[src/logic/bus_pkg.sv]
// -------------------------------------------------------------------------
// Bus widths, payload types and FSM state encodings
// -------------------------------------------------------------------------
`default_nettype none

package bus_pkg;

   localparam int unsigned ADDR_WIDTH     = 64;
   localparam int unsigned DATA_WIDTH     = 64;
   localparam int unsigned STRB_WIDTH     = 8;
   localparam int unsigned APB_ADDR_WIDTH = 32;
   localparam int unsigned APB_DATA_WIDTH = 32;

   typedef logic [ADDR_WIDTH-1:0]     addr_t;
   typedef logic [DATA_WIDTH-1:0]     data_t;
   typedef logic [STRB_WIDTH-1:0]     strb_t;
   typedef logic [APB_ADDR_WIDTH-1:0] apb_addr_t;
   typedef logic [APB_DATA_WIDTH-1:0] apb_data_t;

   // Router, one transaction in flight
   typedef enum logic [1:0] {
      ROUTE_IDLE = 2'd0,
      ROUTE_MEM  = 2'd1,
      ROUTE_APB  = 2'd2,
      ROUTE_ERR  = 2'd3
   } route_state_e;

   // APB sequencer
   typedef enum logic [1:0] {
      APB_IDLE   = 2'd0,
      APB_SETUP  = 2'd1,
      APB_ACCESS = 2'd2,
      APB_RESP   = 2'd3
   } apb_state_e;

endpackage

`default_nettype wire

[src/logic/soc_map_pkg.sv]
// -------------------------------------------------------------------------
// SoC address map with the five target regions and the target encoding
// -------------------------------------------------------------------------
`default_nettype none

package soc_map_pkg;

   localparam int unsigned N_TARGETS = 5;

   localparam logic [63:0] ROM_BASE     = 64'h0000_0000_0001_0000;
   localparam logic [63:0] ROM_LENGTH   = 64'h0000_0000_0001_0000;
   localparam logic [63:0] APB_BASE     = 64'h0000_0000_6000_0000;
   localparam logic [63:0] APB_LENGTH   = 64'h0000_0000_1000_0000;
   localparam logic [63:0] CLINT_BASE   = 64'h0000_0000_0200_0000;
   localparam logic [63:0] CLINT_LENGTH = 64'h0000_0000_000C_0000;
   localparam logic [63:0] SLM_BASE     = 64'h0000_0000_0400_0000;
   localparam logic [63:0] SLM_LENGTH   = 64'h0000_0000_0400_0000;
   localparam logic [63:0] DRAM_BASE    = 64'h0000_0000_8000_0000;
   localparam logic [63:0] DRAM_LENGTH  = 64'h0000_0000_2000_0000;

   // Values double as indices into the per-target vectors
   typedef enum logic [2:0] {
      TGT_ROM   = 3'd0,
      TGT_APB   = 3'd1,
      TGT_CLINT = 3'd2,
      TGT_SLM   = 3'd3,
      TGT_DRAM  = 3'd4,
      TGT_NONE  = 3'd5
   } target_e;

endpackage

`default_nettype wire
[src/logic/mem_bus_if.sv]
// -------------------------------------------------------------------------
// Single-beat request/response bus, router to APB bridge
// -------------------------------------------------------------------------
`timescale 1ns/1ps
`default_nettype none

interface mem_bus_if;

   // Request channel
   logic           req_valid;
   logic           req_ready;
   logic           req_write;
   bus_pkg::addr_t req_addr;
   bus_pkg::data_t req_wdata;
   bus_pkg::strb_t req_wstrb;

   // Response channel
   logic           rsp_valid;
   logic           rsp_ready;
   bus_pkg::data_t rsp_rdata;
   logic           rsp_err;

   modport initiator (
      output req_valid, req_write, req_addr, req_wdata, req_wstrb, rsp_ready,
      input  req_ready, rsp_valid, rsp_rdata, rsp_err
   );

   modport target (
      input  req_valid, req_write, req_addr, req_wdata, req_wstrb, rsp_ready,
      output req_ready, rsp_valid, rsp_rdata, rsp_err
   );

endinterface

`default_nettype wire

[src/logic/soc_interconnect.sv]
// -------------------------------------------------------------------------
// SoC interconnect, one request port to four memory targets and APB
// -------------------------------------------------------------------------
`timescale 1ns/1ps
`default_nettype none

module soc_interconnect (
   input  logic               clk,
   input  logic               reset_i,
   // Request
   input  logic               req_valid_i,
   output logic               req_ready_o,
   input  logic               req_write_i,
   input  bus_pkg::addr_t     req_addr_i,
   input  bus_pkg::data_t     req_wdata_i,
   input  bus_pkg::strb_t     req_wstrb_i,
   // Response
   output logic               rsp_valid_o,
   input  logic               rsp_ready_i,
   output bus_pkg::data_t     rsp_rdata_o,
   output logic               rsp_err_o,
   // Shared memory payload
   output logic               mem_write_o,
   output bus_pkg::addr_t     mem_addr_o,
   output bus_pkg::data_t     mem_wdata_o,
   output bus_pkg::strb_t     mem_wstrb_o,
   // ROM
   output logic               rom_req_valid_o,
   input  logic               rom_req_ready_i,
   input  logic               rom_rsp_valid_i,
   output logic               rom_rsp_ready_o,
   input  bus_pkg::data_t     rom_rsp_rdata_i,
   input  logic               rom_rsp_err_i,
   // CLINT
   output logic               clint_req_valid_o,
   input  logic               clint_req_ready_i,
   input  logic               clint_rsp_valid_i,
   output logic               clint_rsp_ready_o,
   input  bus_pkg::data_t     clint_rsp_rdata_i,
   input  logic               clint_rsp_err_i,
   // SLM
   output logic               slm_req_valid_o,
   input  logic               slm_req_ready_i,
   input  logic               slm_rsp_valid_i,
   output logic               slm_rsp_ready_o,
   input  bus_pkg::data_t     slm_rsp_rdata_i,
   input  logic               slm_rsp_err_i,
   // DRAM
   output logic               dram_req_valid_o,
   input  logic               dram_req_ready_i,
   input  logic               dram_rsp_valid_i,
   output logic               dram_rsp_ready_o,
   input  bus_pkg::data_t     dram_rsp_rdata_i,
   input  logic               dram_rsp_err_i,
   // APB
   output logic               psel_o,
   output logic               penable_o,
   output logic               pwrite_o,
   output bus_pkg::apb_addr_t paddr_o,
   output bus_pkg::apb_data_t pwdata_o,
   input  bus_pkg::apb_data_t prdata_i,
   input  logic               pready_i,
   input  logic               pslverr_i
);

   mem_bus_if apb_bus ();

   // Port names match one to one
   bus_router u_router (
      .*
   );

   apb_bridge u_apb_bridge (
      .*,
      .bus (apb_bus)
   );

endmodule

`default_nettype wire

[src/logic/apb_bridge.sv]
// -------------------------------------------------------------------------
// Bridge from the 64-bit request bus to a 32-bit APB port
// -------------------------------------------------------------------------
`timescale 1ns/1ps
`default_nettype none

module apb_bridge (
   input  logic               clk,
   input  logic               reset_i,
   mem_bus_if.target          bus,
   output logic               psel_o,
   output logic               penable_o,
   output logic               pwrite_o,
   output bus_pkg::apb_addr_t paddr_o,
   output bus_pkg::apb_data_t pwdata_o,
   input  bus_pkg::apb_data_t prdata_i,
   input  logic               pready_i,
   input  logic               pslverr_i
);

   bus_pkg::apb_state_e state_q;

   // Request and response payload
   logic               write_q;
   bus_pkg::apb_addr_t addr_q;
   bus_pkg::apb_data_t wdata_q;
   bus_pkg::apb_data_t rdata_q;
   logic               err_q;

   always_ff @(posedge clk) begin
      if (reset_i) begin
         state_q <= bus_pkg::APB_IDLE;
      end else begin
         case (state_q)
            bus_pkg::APB_IDLE: begin
               if (bus.req_valid) begin
                  state_q <= bus_pkg::APB_SETUP;
               end
            end
            bus_pkg::APB_SETUP: begin
               state_q <= bus_pkg::APB_ACCESS;
            end
            bus_pkg::APB_ACCESS: begin
               if (pready_i) begin
                  state_q <= bus_pkg::APB_RESP;
               end
            end
            default: begin
               if (bus.rsp_ready) begin
                  state_q <= bus_pkg::APB_IDLE;
               end
            end
         endcase
      end
   end

   always_ff @(posedge clk) begin
      if (state_q == bus_pkg::APB_IDLE && bus.req_valid) begin
         write_q <= bus.req_write;
         addr_q  <= bus.req_addr[bus_pkg::APB_ADDR_WIDTH-1:0];
         // Address bit 2 picks the 32-bit lane
         wdata_q <= bus.req_addr[2] ? bus.req_wdata[63:32] : bus.req_wdata[31:0];
      end
      if (state_q == bus_pkg::APB_ACCESS && pready_i) begin
         rdata_q <= prdata_i;
         err_q   <= pslverr_i;
      end
   end

   assign bus.req_ready = (state_q == bus_pkg::APB_IDLE);
   assign bus.rsp_valid = (state_q == bus_pkg::APB_RESP);
   assign bus.rsp_rdata = {rdata_q, rdata_q};
   assign bus.rsp_err   = err_q;

   assign psel_o    = (state_q == bus_pkg::APB_SETUP) || (state_q == bus_pkg::APB_ACCESS);
   assign penable_o = (state_q == bus_pkg::APB_ACCESS);
   assign pwrite_o  = write_q;
   assign paddr_o   = addr_q;
   assign pwdata_o  = wdata_q;

   // Access phase always comes after a setup cycle with psel held
   a_enable_after_setup: assert property (@(posedge clk) disable iff (reset_i)
      penable_o |-> psel_o && $past(psel_o));

   a_stable_ctrl: assert property (@(posedge clk) disable iff (reset_i)
      penable_o |-> $stable(paddr_o) && $stable(pwrite_o));

endmodule

`default_nettype wire

[src/logic/bus_router.sv]
// -------------------------------------------------------------------------
// Request router to the memory targets and the APB bridge, one
// transaction outstanding, decode errors for unmapped addresses
// -------------------------------------------------------------------------
`timescale 1ns/1ps
`default_nettype none

module bus_router (
   input  logic            clk,
   input  logic            reset_i,
   // Request from the initiator
   input  logic            req_valid_i,
   output logic            req_ready_o,
   input  logic            req_write_i,
   input  bus_pkg::addr_t  req_addr_i,
   input  bus_pkg::data_t  req_wdata_i,
   input  bus_pkg::strb_t  req_wstrb_i,
   // Response to the initiator
   output logic            rsp_valid_o,
   input  logic            rsp_ready_i,
   output bus_pkg::data_t  rsp_rdata_o,
   output logic            rsp_err_o,
   // Shared memory payload
   output logic            mem_write_o,
   output bus_pkg::addr_t  mem_addr_o,
   output bus_pkg::data_t  mem_wdata_o,
   output bus_pkg::strb_t  mem_wstrb_o,
   // ROM
   output logic            rom_req_valid_o,
   input  logic            rom_req_ready_i,
   input  logic            rom_rsp_valid_i,
   output logic            rom_rsp_ready_o,
   input  bus_pkg::data_t  rom_rsp_rdata_i,
   input  logic            rom_rsp_err_i,
   // CLINT
   output logic            clint_req_valid_o,
   input  logic            clint_req_ready_i,
   input  logic            clint_rsp_valid_i,
   output logic            clint_rsp_ready_o,
   input  bus_pkg::data_t  clint_rsp_rdata_i,
   input  logic            clint_rsp_err_i,
   // SLM
   output logic            slm_req_valid_o,
   input  logic            slm_req_ready_i,
   input  logic            slm_rsp_valid_i,
   output logic            slm_rsp_ready_o,
   input  bus_pkg::data_t  slm_rsp_rdata_i,
   input  logic            slm_rsp_err_i,
   // DRAM
   output logic            dram_req_valid_o,
   input  logic            dram_req_ready_i,
   input  logic            dram_rsp_valid_i,
   output logic            dram_rsp_ready_o,
   input  bus_pkg::data_t  dram_rsp_rdata_i,
   input  logic            dram_rsp_err_i,
   // APB bridge
   mem_bus_if.initiator    apb_bus
);

   localparam int unsigned NT = soc_map_pkg::N_TARGETS;

   bus_pkg::route_state_e state_q, state_d;
   soc_map_pkg::target_e  target_q, target_d;
   soc_map_pkg::target_e  dec_target;

   // Per-target vectors, indexed by target_e
   logic [NT-1:0]  tgt_req_valid;
   logic [NT-1:0]  tgt_req_ready;
   logic [NT-1:0]  tgt_rsp_valid;
   logic [NT-1:0]  tgt_rsp_ready;
   logic [NT-1:0]  tgt_rsp_err;
   bus_pkg::data_t tgt_rsp_rdata [0:NT-1];

   addr_decoder u_decoder (
      .addr_i   (req_addr_i),
      .target_o (dec_target)
   );

   // Payload is broadcast, only valid is steered
   assign mem_write_o       = req_write_i;
   assign mem_addr_o        = req_addr_i;
   assign mem_wdata_o       = req_wdata_i;
   assign mem_wstrb_o       = req_wstrb_i;
   assign apb_bus.req_write = req_write_i;
   assign apb_bus.req_addr  = req_addr_i;
   assign apb_bus.req_wdata = req_wdata_i;
   assign apb_bus.req_wstrb = req_wstrb_i;

   assign tgt_req_ready = {dram_req_ready_i, slm_req_ready_i, clint_req_ready_i,
                           apb_bus.req_ready, rom_req_ready_i};
   assign tgt_rsp_valid = {dram_rsp_valid_i, slm_rsp_valid_i, clint_rsp_valid_i,
                           apb_bus.rsp_valid, rom_rsp_valid_i};
   assign tgt_rsp_err   = {dram_rsp_err_i, slm_rsp_err_i, clint_rsp_err_i,
                           apb_bus.rsp_err, rom_rsp_err_i};
   assign tgt_rsp_rdata = '{rom_rsp_rdata_i, apb_bus.rsp_rdata, clint_rsp_rdata_i,
                            slm_rsp_rdata_i, dram_rsp_rdata_i};

   assign rom_req_valid_o   = tgt_req_valid[soc_map_pkg::TGT_ROM];
   assign apb_bus.req_valid = tgt_req_valid[soc_map_pkg::TGT_APB];
   assign clint_req_valid_o = tgt_req_valid[soc_map_pkg::TGT_CLINT];
   assign slm_req_valid_o   = tgt_req_valid[soc_map_pkg::TGT_SLM];
   assign dram_req_valid_o  = tgt_req_valid[soc_map_pkg::TGT_DRAM];
   assign rom_rsp_ready_o   = tgt_rsp_ready[soc_map_pkg::TGT_ROM];
   assign apb_bus.rsp_ready = tgt_rsp_ready[soc_map_pkg::TGT_APB];
   assign clint_rsp_ready_o = tgt_rsp_ready[soc_map_pkg::TGT_CLINT];
   assign slm_rsp_ready_o   = tgt_rsp_ready[soc_map_pkg::TGT_SLM];
   assign dram_rsp_ready_o  = tgt_rsp_ready[soc_map_pkg::TGT_DRAM];

   // -------------------------------------------------------------------------
   // Routing FSM
   // -------------------------------------------------------------------------
   always_comb begin
      tgt_req_valid = '0;
      tgt_rsp_ready = '0;
      req_ready_o   = 1'b0;
      rsp_valid_o   = 1'b0;
      rsp_rdata_o   = '0;
      rsp_err_o     = 1'b0;
      state_d       = state_q;
      target_d      = target_q;
      case (state_q)
         bus_pkg::ROUTE_IDLE: begin
            if (dec_target == soc_map_pkg::TGT_NONE) begin
               req_ready_o = 1'b1;
            end else begin
               tgt_req_valid[dec_target] = req_valid_i;
               req_ready_o               = tgt_req_ready[dec_target];
            end
            if (req_valid_i && req_ready_o) begin
               target_d = dec_target;
               if (dec_target == soc_map_pkg::TGT_NONE) begin
                  state_d = bus_pkg::ROUTE_ERR;
               end else if (dec_target == soc_map_pkg::TGT_APB) begin
                  state_d = bus_pkg::ROUTE_APB;
               end else begin
                  state_d = bus_pkg::ROUTE_MEM;
               end
            end
         end
         bus_pkg::ROUTE_MEM, bus_pkg::ROUTE_APB: begin
            rsp_valid_o             = tgt_rsp_valid[target_q];
            rsp_rdata_o             = tgt_rsp_rdata[target_q];
            rsp_err_o               = tgt_rsp_err[target_q];
            tgt_rsp_ready[target_q] = rsp_ready_i;
            if (rsp_valid_o && rsp_ready_i) begin
               state_d = bus_pkg::ROUTE_IDLE;
            end
         end
         default: begin
            // Decode error, zero data
            rsp_valid_o = 1'b1;
            rsp_err_o   = 1'b1;
            if (rsp_ready_i) begin
               state_d = bus_pkg::ROUTE_IDLE;
            end
         end
      endcase
   end

   always_ff @(posedge clk) begin
      if (reset_i) begin
         state_q  <= bus_pkg::ROUTE_IDLE;
         target_q <= soc_map_pkg::TGT_NONE;
      end else begin
         state_q  <= state_d;
         target_q <= target_d;
      end
   end

   a_one_target: assert property (@(posedge clk) disable iff (reset_i)
      $onehot0(tgt_req_valid));

   a_busy_not_ready: assert property (@(posedge clk) disable iff (reset_i)
      (state_q != bus_pkg::ROUTE_IDLE) |-> !req_ready_o);

endmodule

`default_nettype wire

[src/logic/addr_decoder.sv]
// -------------------------------------------------------------------------
// Address decoder, maps an address onto one of the five SoC regions
// -------------------------------------------------------------------------
`timescale 1ns/1ps
`default_nettype none

module addr_decoder (
   input  bus_pkg::addr_t       addr_i,
   output soc_map_pkg::target_e target_o
);

   logic [soc_map_pkg::N_TARGETS-1:0] hit;

   function automatic logic in_region(bus_pkg::addr_t a, logic [63:0] base,
                                      logic [63:0] len);
      return (a >= base) && (a < base + len);
   endfunction

   // Bit order follows target_e
   assign hit[soc_map_pkg::TGT_ROM] =
      in_region(addr_i, soc_map_pkg::ROM_BASE, soc_map_pkg::ROM_LENGTH);
   assign hit[soc_map_pkg::TGT_APB] =
      in_region(addr_i, soc_map_pkg::APB_BASE, soc_map_pkg::APB_LENGTH);
   assign hit[soc_map_pkg::TGT_CLINT] =
      in_region(addr_i, soc_map_pkg::CLINT_BASE, soc_map_pkg::CLINT_LENGTH);
   assign hit[soc_map_pkg::TGT_SLM] =
      in_region(addr_i, soc_map_pkg::SLM_BASE, soc_map_pkg::SLM_LENGTH);
   assign hit[soc_map_pkg::TGT_DRAM] =
      in_region(addr_i, soc_map_pkg::DRAM_BASE, soc_map_pkg::DRAM_LENGTH);

   always_comb begin
      target_o = soc_map_pkg::TGT_NONE;
      for (int i = 0; i < soc_map_pkg::N_TARGETS; i++) begin
         if (hit[i]) begin
            target_o = soc_map_pkg::target_e'(i);
         end
      end
   end

   // Map regions must not overlap
   always_comb begin
      a_no_overlap: assert #0 ($onehot0(hit));
   end

endmodule

`default_nettype wire

[config.mk]
export PLATFORM = sky130hd
export DESIGN_NAME = soc_interconnect
export DESIGN_NICKNAME = d
export VERILOG_FILES = /design/src/logic/bus_pkg.sv /design/src/logic/soc_map_pkg.sv /design/src/logic/mem_bus_if.sv /design/src/logic/soc_interconnect.sv /design/src/logic/apb_bridge.sv /design/src/logic/bus_router.sv /design/src/logic/addr_decoder.sv
export SDC_FILE = /design/constraint.sdc
export NUM_CORES = 1
export LEC_CHECK = 0
export BUFFER_PORTS_ARGS = -buffer_cell sky130_fd_sc_hd__buf_2
export CAP_MARGIN = 20
export CORE_AREA = 2 2 278 280
export CTS_BUF_LIST = sky130_fd_sc_hd__clkbuf_16
export CTS_CLUSTER_DIAMETER = 200
export DETAILED_ROUTE_END_ITERATION = 7
export DIE_AREA = 0 0 280 282
export SLEW_MARGIN = 40
export SYNTH_ARGS = -nofsm -noshare
export SYNTH_HDL_FRONTEND = slang
export SYNTH_SLANG_ARGS = --single-unit
[constraint.sdc]
create_clock -name clk -period 3.7 [get_ports clk]
set_clock_uncertainty 0.05 [all_clocks]
set_input_delay 0.37 -clock clk [delete_from_list [all_inputs] [get_ports clk]]
set_output_delay 0.37 -clock clk [all_outputs]
set_load 0.005 [all_outputs]
# Word-level counts from Yosys, hierarchy flattened
# Cells that the tools add are included.
classes:
  n_lt_le_gt_ge: 15
  eq_ne: 11
  muxes: 38
  bitwise: 3
  reduce_logical: 20
ops:
  columns: ["op", "count"]
  rows:
  - ["$bmux 64 s3", 1]
  - ["$mux 64", 3]
  - ["$ge 64x17->1 const B", 1]
  - ["$ge 64x26->1 const B", 1]
  - ["$ge 64x27->1 const B", 1]
  - ["$ge 64x31->1 const B", 1]
  - ["$ge 64x32->1 const B", 1]
  - ["$lt 64x18->1 const B", 1]
  - ["$lt 64x26->1 const B", 1]
  - ["$lt 64x28->1 const B", 1]
  - ["$lt 64x31->1 const B", 1]
  - ["$lt 64x32->1 const B", 1]
  - ["$mux 32", 1]
  - ["$mux 2", 8]
  - ["$mux 3", 5]
  - ["$mux 5", 3]
  - ["$logic_and 1x1->1", 11]
  - ["$and 5x5->5", 2]
  - ["$bmux 1 s3", 3]
  - ["$lt 3x4->1 const B", 2]
  - ["$mux 1", 8]
  - ["$ne 2x1->1 const B", 4]
  - ["$demux 1 s3", 2]
  - ["$eq 2x2->1 const B", 3]
  - ["other kinds (16)", 21]
totals:
  register_bits: 105
  input_bits: 443
  output_inout_bits: 279
  elab_cells: 95

# Logic depth before layout (Yosys ltp)
depth:
  word_depth: 16
  ltp_mapped: 9
  ltp_nobuf: 9

# Hierarchy
# From an unflattened synthesis, not the netlist that was laid out.
unflattened:
  cells_unflattened: 941
  hier_area_um2: 9404.0
modules_own_cells:
  columns: ["module", "n_inst", "cells_per_inst", "area_per_inst_um2"]
  rows:
  - ["bus_router", 1, 723, 5405.2]
  - ["apb_bridge", 1, 188, 3786.1]
  - ["addr_decoder", 1, 30, 212.7]

# Least setup slack after synthesis
# No wires, ideal clock.
synth_path:
  path_kind: "input-to-reg"
  start: "input port req_addr_i[34]"
  end: "register u_apb_bridge.addr_q[0], in the netlist u_apb_bridge.paddr_o[0] (enable)"
  setup_time_ps: 430
  t_arrival_ps: 2889
  required_time_ps: 3220
  path_slack_ps: 331
  cell_stages: 6
  n_path_buf: 1
  cell_sequence: "nor4_1 nand4_1 or2_1 clkbuf_1 nor2_1 and3_1"
synth_between:
  elab_chain_len: 15
  word_cells_on_any_way: 30
  cone_classes: "12 x order compare; 1 x eq/ne; 9 x mux; 1 x bitwise; 7 x reduce/logical"
synth_lines:
  columns: ["element", "line", "source"]
  rows:
  - ["start: declaration", "soc_interconnect.sv:14", "input bus_pkg::addr_t req_addr_i,"]
  - ["$ge 64x17->1 / $lt 64x18->1 (equally long branches)", "addr_decoder.sv:16", "return (a >= base) && (a < base + len);"]
  - ["$logic_and 1x1->1", "addr_decoder.sv:16", null]
  - ["$mux 3 (4 in a row)", "addr_decoder.sv:34", "if (hit[i]) begin"]
  - ["$mux 3 (*)", "addr_decoder.sv:34", null]
  - ["$lt 3x4->1 (not written as such) / $ge 3x1->1 (equally long branches)", "bus_router.sv:126", "tgt_req_valid[dec_target] = req_valid_i;"]
  - ["$logic_and 1x1->1 (not written as such)", "bus_router.sv:126", null]
  - ["$mux 1 (not written as such)", "bus_router.sv:126", null]
  - ["$demux 1 s3", null, null]
  - ["$and 5x5->5 (no line)", null, null]
  - ["$mux 5 (*)", "bus_router.sv:123", "if (dec_target == soc_map_pkg::TGT_NONE) begin"]
  - ["$mux 5 (*)", "bus_router.sv:121", "case (state_q)"]
  - ["$logic_and 1x1->1 (*)", "apb_bridge.sv:58", "if (state_q == bus_pkg::APB_IDLE && bus.req_valid) begin"]
  - ["end signal: assignment", "apb_bridge.sv:60", "addr_q <= bus.req_addr[bus_pkg::APB_ADDR_WIDTH-1:0];"]
  - ["end: declaration", "apb_bridge.sv:25", "bus_pkg::apb_addr_t addr_q;"]
# Every way passes the cells marked *; elsewhere a longest branch is shown, timed or not.
# A chain may end at the register's enable or synchronous reset.

# Worst setup path after layout
layout_path:
  start: "register u_router.target_q[1]"
  end: "output port rsp_rdata_o[4]"
layout_between:
  elab_chain_len: 5
layout_lines:
  columns: ["element", "line", "source"]
  rows:
  - ["start: declaration", "bus_router.sv:63", "soc_map_pkg::target_e target_q, target_d;"]
  - ["start signal: assignment", "bus_router.sv:163", "target_q <= soc_map_pkg::TGT_NONE;"]
  - ["start signal: assignment", "bus_router.sv:166", "target_q <= target_d;"]
  - ["$not 3->4 (not written as such)", "bus_router.sv:142", "rsp_rdata_o = tgt_rsp_rdata[target_q];"]
  - ["$bmux 64 s3", "bus_router.sv:142", null]
  - ["$mux 64 (not written as such) (2 in a row)", "bus_router.sv:142", null]
  - ["$mux 64", "bus_router.sv:121", null]
  - ["end: declaration", "soc_interconnect.sv:20", "output bus_pkg::data_t rsp_rdata_o,"]
# No other way between the ends. The select of a mux whose other input is x is not followed.

==> flow_summary.toml <==
[power]
p_leak_nw = 5.28
ir_drop_uv = 355
power_density_nw_per_um2 = 286

[sta]
max_freq_mhz = 320
grt_setup_unrepaired = "false"
drv_slew = 0
finalSetupTns_ps = 0
hold_violations = 0
timing.final.ws_setup_ps = 572
relSlewSlack_pct = 49.8
setup_violations = 0
fin_crit_sh_pct = 84.5
tightest_slew_ps = 754
fin_crit_ps = 3130

[critical_path]
rrSetupSlack_ps = 930
crit_type = "flip-flop to primary output"
worst-path-max-fanout = 40
start_kind = "flip-flop"
end_kind = "primary output"
critPathArrivalTime_ps = 2710
required_ps = 3280
rr_worst_depth = 7

[floorplan]
die_y_um = 282
ioPinCount = 722
die_w_um = 280
dieArea_um2 = 79000
std_cell_rows = 101
core_um2 = 75700
initial_utilization_pct = 10.6

[detailed_routing]
vias = 8366
initialDrtViolationCount = 351
drc = 0
viasPerCell = 3.68
wire_per_inst_um = 26.2
finalWirelength_um = 59600
drtPass1Iterations = 4
ant_nets = 0

[global_route]
grt_pass1_vias = 8122
grt_pass1_wl_um = 74100
grt_usage_pct = 14.3
globalRoute.totalOverflow = 0
grt_max_degree = 69
antenna_found_initial = 76

[logic_synthesis]
synth_async_sr_flop_share_pct = 0
synth_edf_count = 98
syn_nets = 1181
synth_area_leader_cell = "edfxtp_1"
synthCells = 732
synth_top_area_share_pct = 36.8
yosysUniqueCellTypes = 56
synth_area_um2 = 8000
synth_flop_cell = "edfxtp_1"
avgSynthCellArea_um2 = 10.9
synth-seq-cells = 105
synthTopCellsByArea = "edfxtp_1 (37%), buf_4 (13%), mux4_2 (12%)"
ys_seq_area_share_pct = 38.5
yosys_warnings = 0

[worst_hold_path]
hold_path_depth = 1
hold_class = "primary input to flip-flop"

[flow_run]
maxCapViolCount = 0

[layout]
layout_commonest_cell = "buf_2"
drive_gt1_share_pct = 65.6
most-common-layout-cells = "buf_2 (705), edfxtp_1 (98), nor2b_1 (97), a21oi_1 (48), mux4_2 (44)"
final_cells = 2273
area_growth_syn_to_layout_pct = 51.3
num-nets-final = 1724

[clock_network]
cts_buffers = 9
cts_hold_buf = 0
cts_tree = "done"
clockBufferDepth = 2
post_cts_buffers = 0
htreeDepth = 3
worstSkewPairLatency_ps = 410
cts_resized = 0
path_clk_slew_ps = 110
cts_root_buf = "clkbuf_16"
clock-sinks = 105

[placed_design]
portBuffers = 705
gp_congestion = 0.897
dpl.cell_count = 2241
dp_hpwl_um = 52100
dp_worst_setup_slack_ps = 599

[run_status]
outcome = "completed"
[worst max-delay path, stage by stage (launching register included)]
cell and delay, ps:
dfxtp_4 710, buf_12 340, mux4_2 540, nor2b_1 140, a21oi_1 260, nor2b_1 80, buf_2 170
[power breakdown]
part	internal (mW)	total, mW	switching [mW]
sequential	1.30	1.31	0.00502
clock	0.487	1.14	0.657
combinational	0.483	1.00	0.521
[synthesized netlist by cell type, types with 2 or more instances]
library cell  instances
o21a_1                3
a31oi_1               2
and2_1               23
nor4_1               12
o21ai_1               3
nand2b_1              2
and3_1                3
a21oi_1              48
nor4b_1               2
nand3_1               2
nor3_1                2
a22oi_1              42
nand4_1               2
buf_1                13
o21ai_0               2
dfxtp_1               7
buf_4               137
mux2_2               39
inv_1                 7
edfxtp_1             98
a21o_1               14
nor2_1               18
mux2i_1               4
ha_1                  6
nand2_1              12
buf_2                 2
nor2b_1              99
clkbuf_1             37
mux4_2               44
o22ai_1              21
[path summary, 6_finish.rpt]
path,start,to
worst max-delay path,u_router.target_q[1]$_SDFFE_PP0P_,rsp_rdata_o[4]
worst min-delay path,prdata_i[27],u_apb_bridge.rdata_q[27]$_DFFE_PP_
worst max register to register,u_router.target_q[1]$_SDFFE_PP0P_,u_router.state_q[0]$_SDFFE_PP0P_
worst min register to register,u_router.state_q[1]$_SDFFE_PP0P_,u_router.state_q[1]$_SDFFE_PP0P_
[stage by stage]
| stage | cell area [um2] | util, % | power [mW] | hold slack (ps) |
|---|---|---|---|---|
| 4_1_cts | 12000 | 15.9 | 3.59 | 34.0 |
| 3_3_place_gp | 11700 | 15.5 | 2.37 | 478 |
| 2_1_floorplan | 8000 | - | 1.87 | 419 |
| 6_report | 12100 | 16.0 | 3.46 | 82.9 |
| 3_5_place_dp | 11700 | 15.5 | 2.37 | 490 |
| 5_1_grt | 12100 | 16.0 | 3.65 | 42.2 |
[metal layers]
metal	vias to the layer above	GRT usage, %	wire [um]
li1	3701	-	-
met1	3914	16.1	23000
met2	549	25.4	29500
met3	166	4.83	4900
met4	36	4.37	1960
met5	-	0	231
[layout make-up]
cell class	instances	area [um2]
Clock buffer	9	225
Inverter	7	26.3
Antenna cell	15	37.5
Timing Repair Buffer	721	3720
Tap cell	978	1220
Sequential cell	105	3090
Clock inverter	7	85.1
Fill cell	8586	63600
Multi-Input combinational cell	431	3700
[sequential cells by signal, summed over array words and instances (netlist names)]
name	flops
u_router.target_q	3
u_apb_bridge.state_q	2
u_apb_bridge.bus.rsp_err	1
u_apb_bridge.rdata_q	32
u_apb_bridge.paddr_o	32
u_router.state_q	2
u_apb_bridge.pwdata_o	32
u_apb_bridge.pwrite_o	1
[kinds of logic after synthesis]
logic type / share of synthesized area [%]
compound gates: 12.5
fa+ha+maj: 0.938
buf+inv: 15.6
flops: 38.5
mux: 18.4
simple gates: 14.0
(Power assumes the default switching activity.)
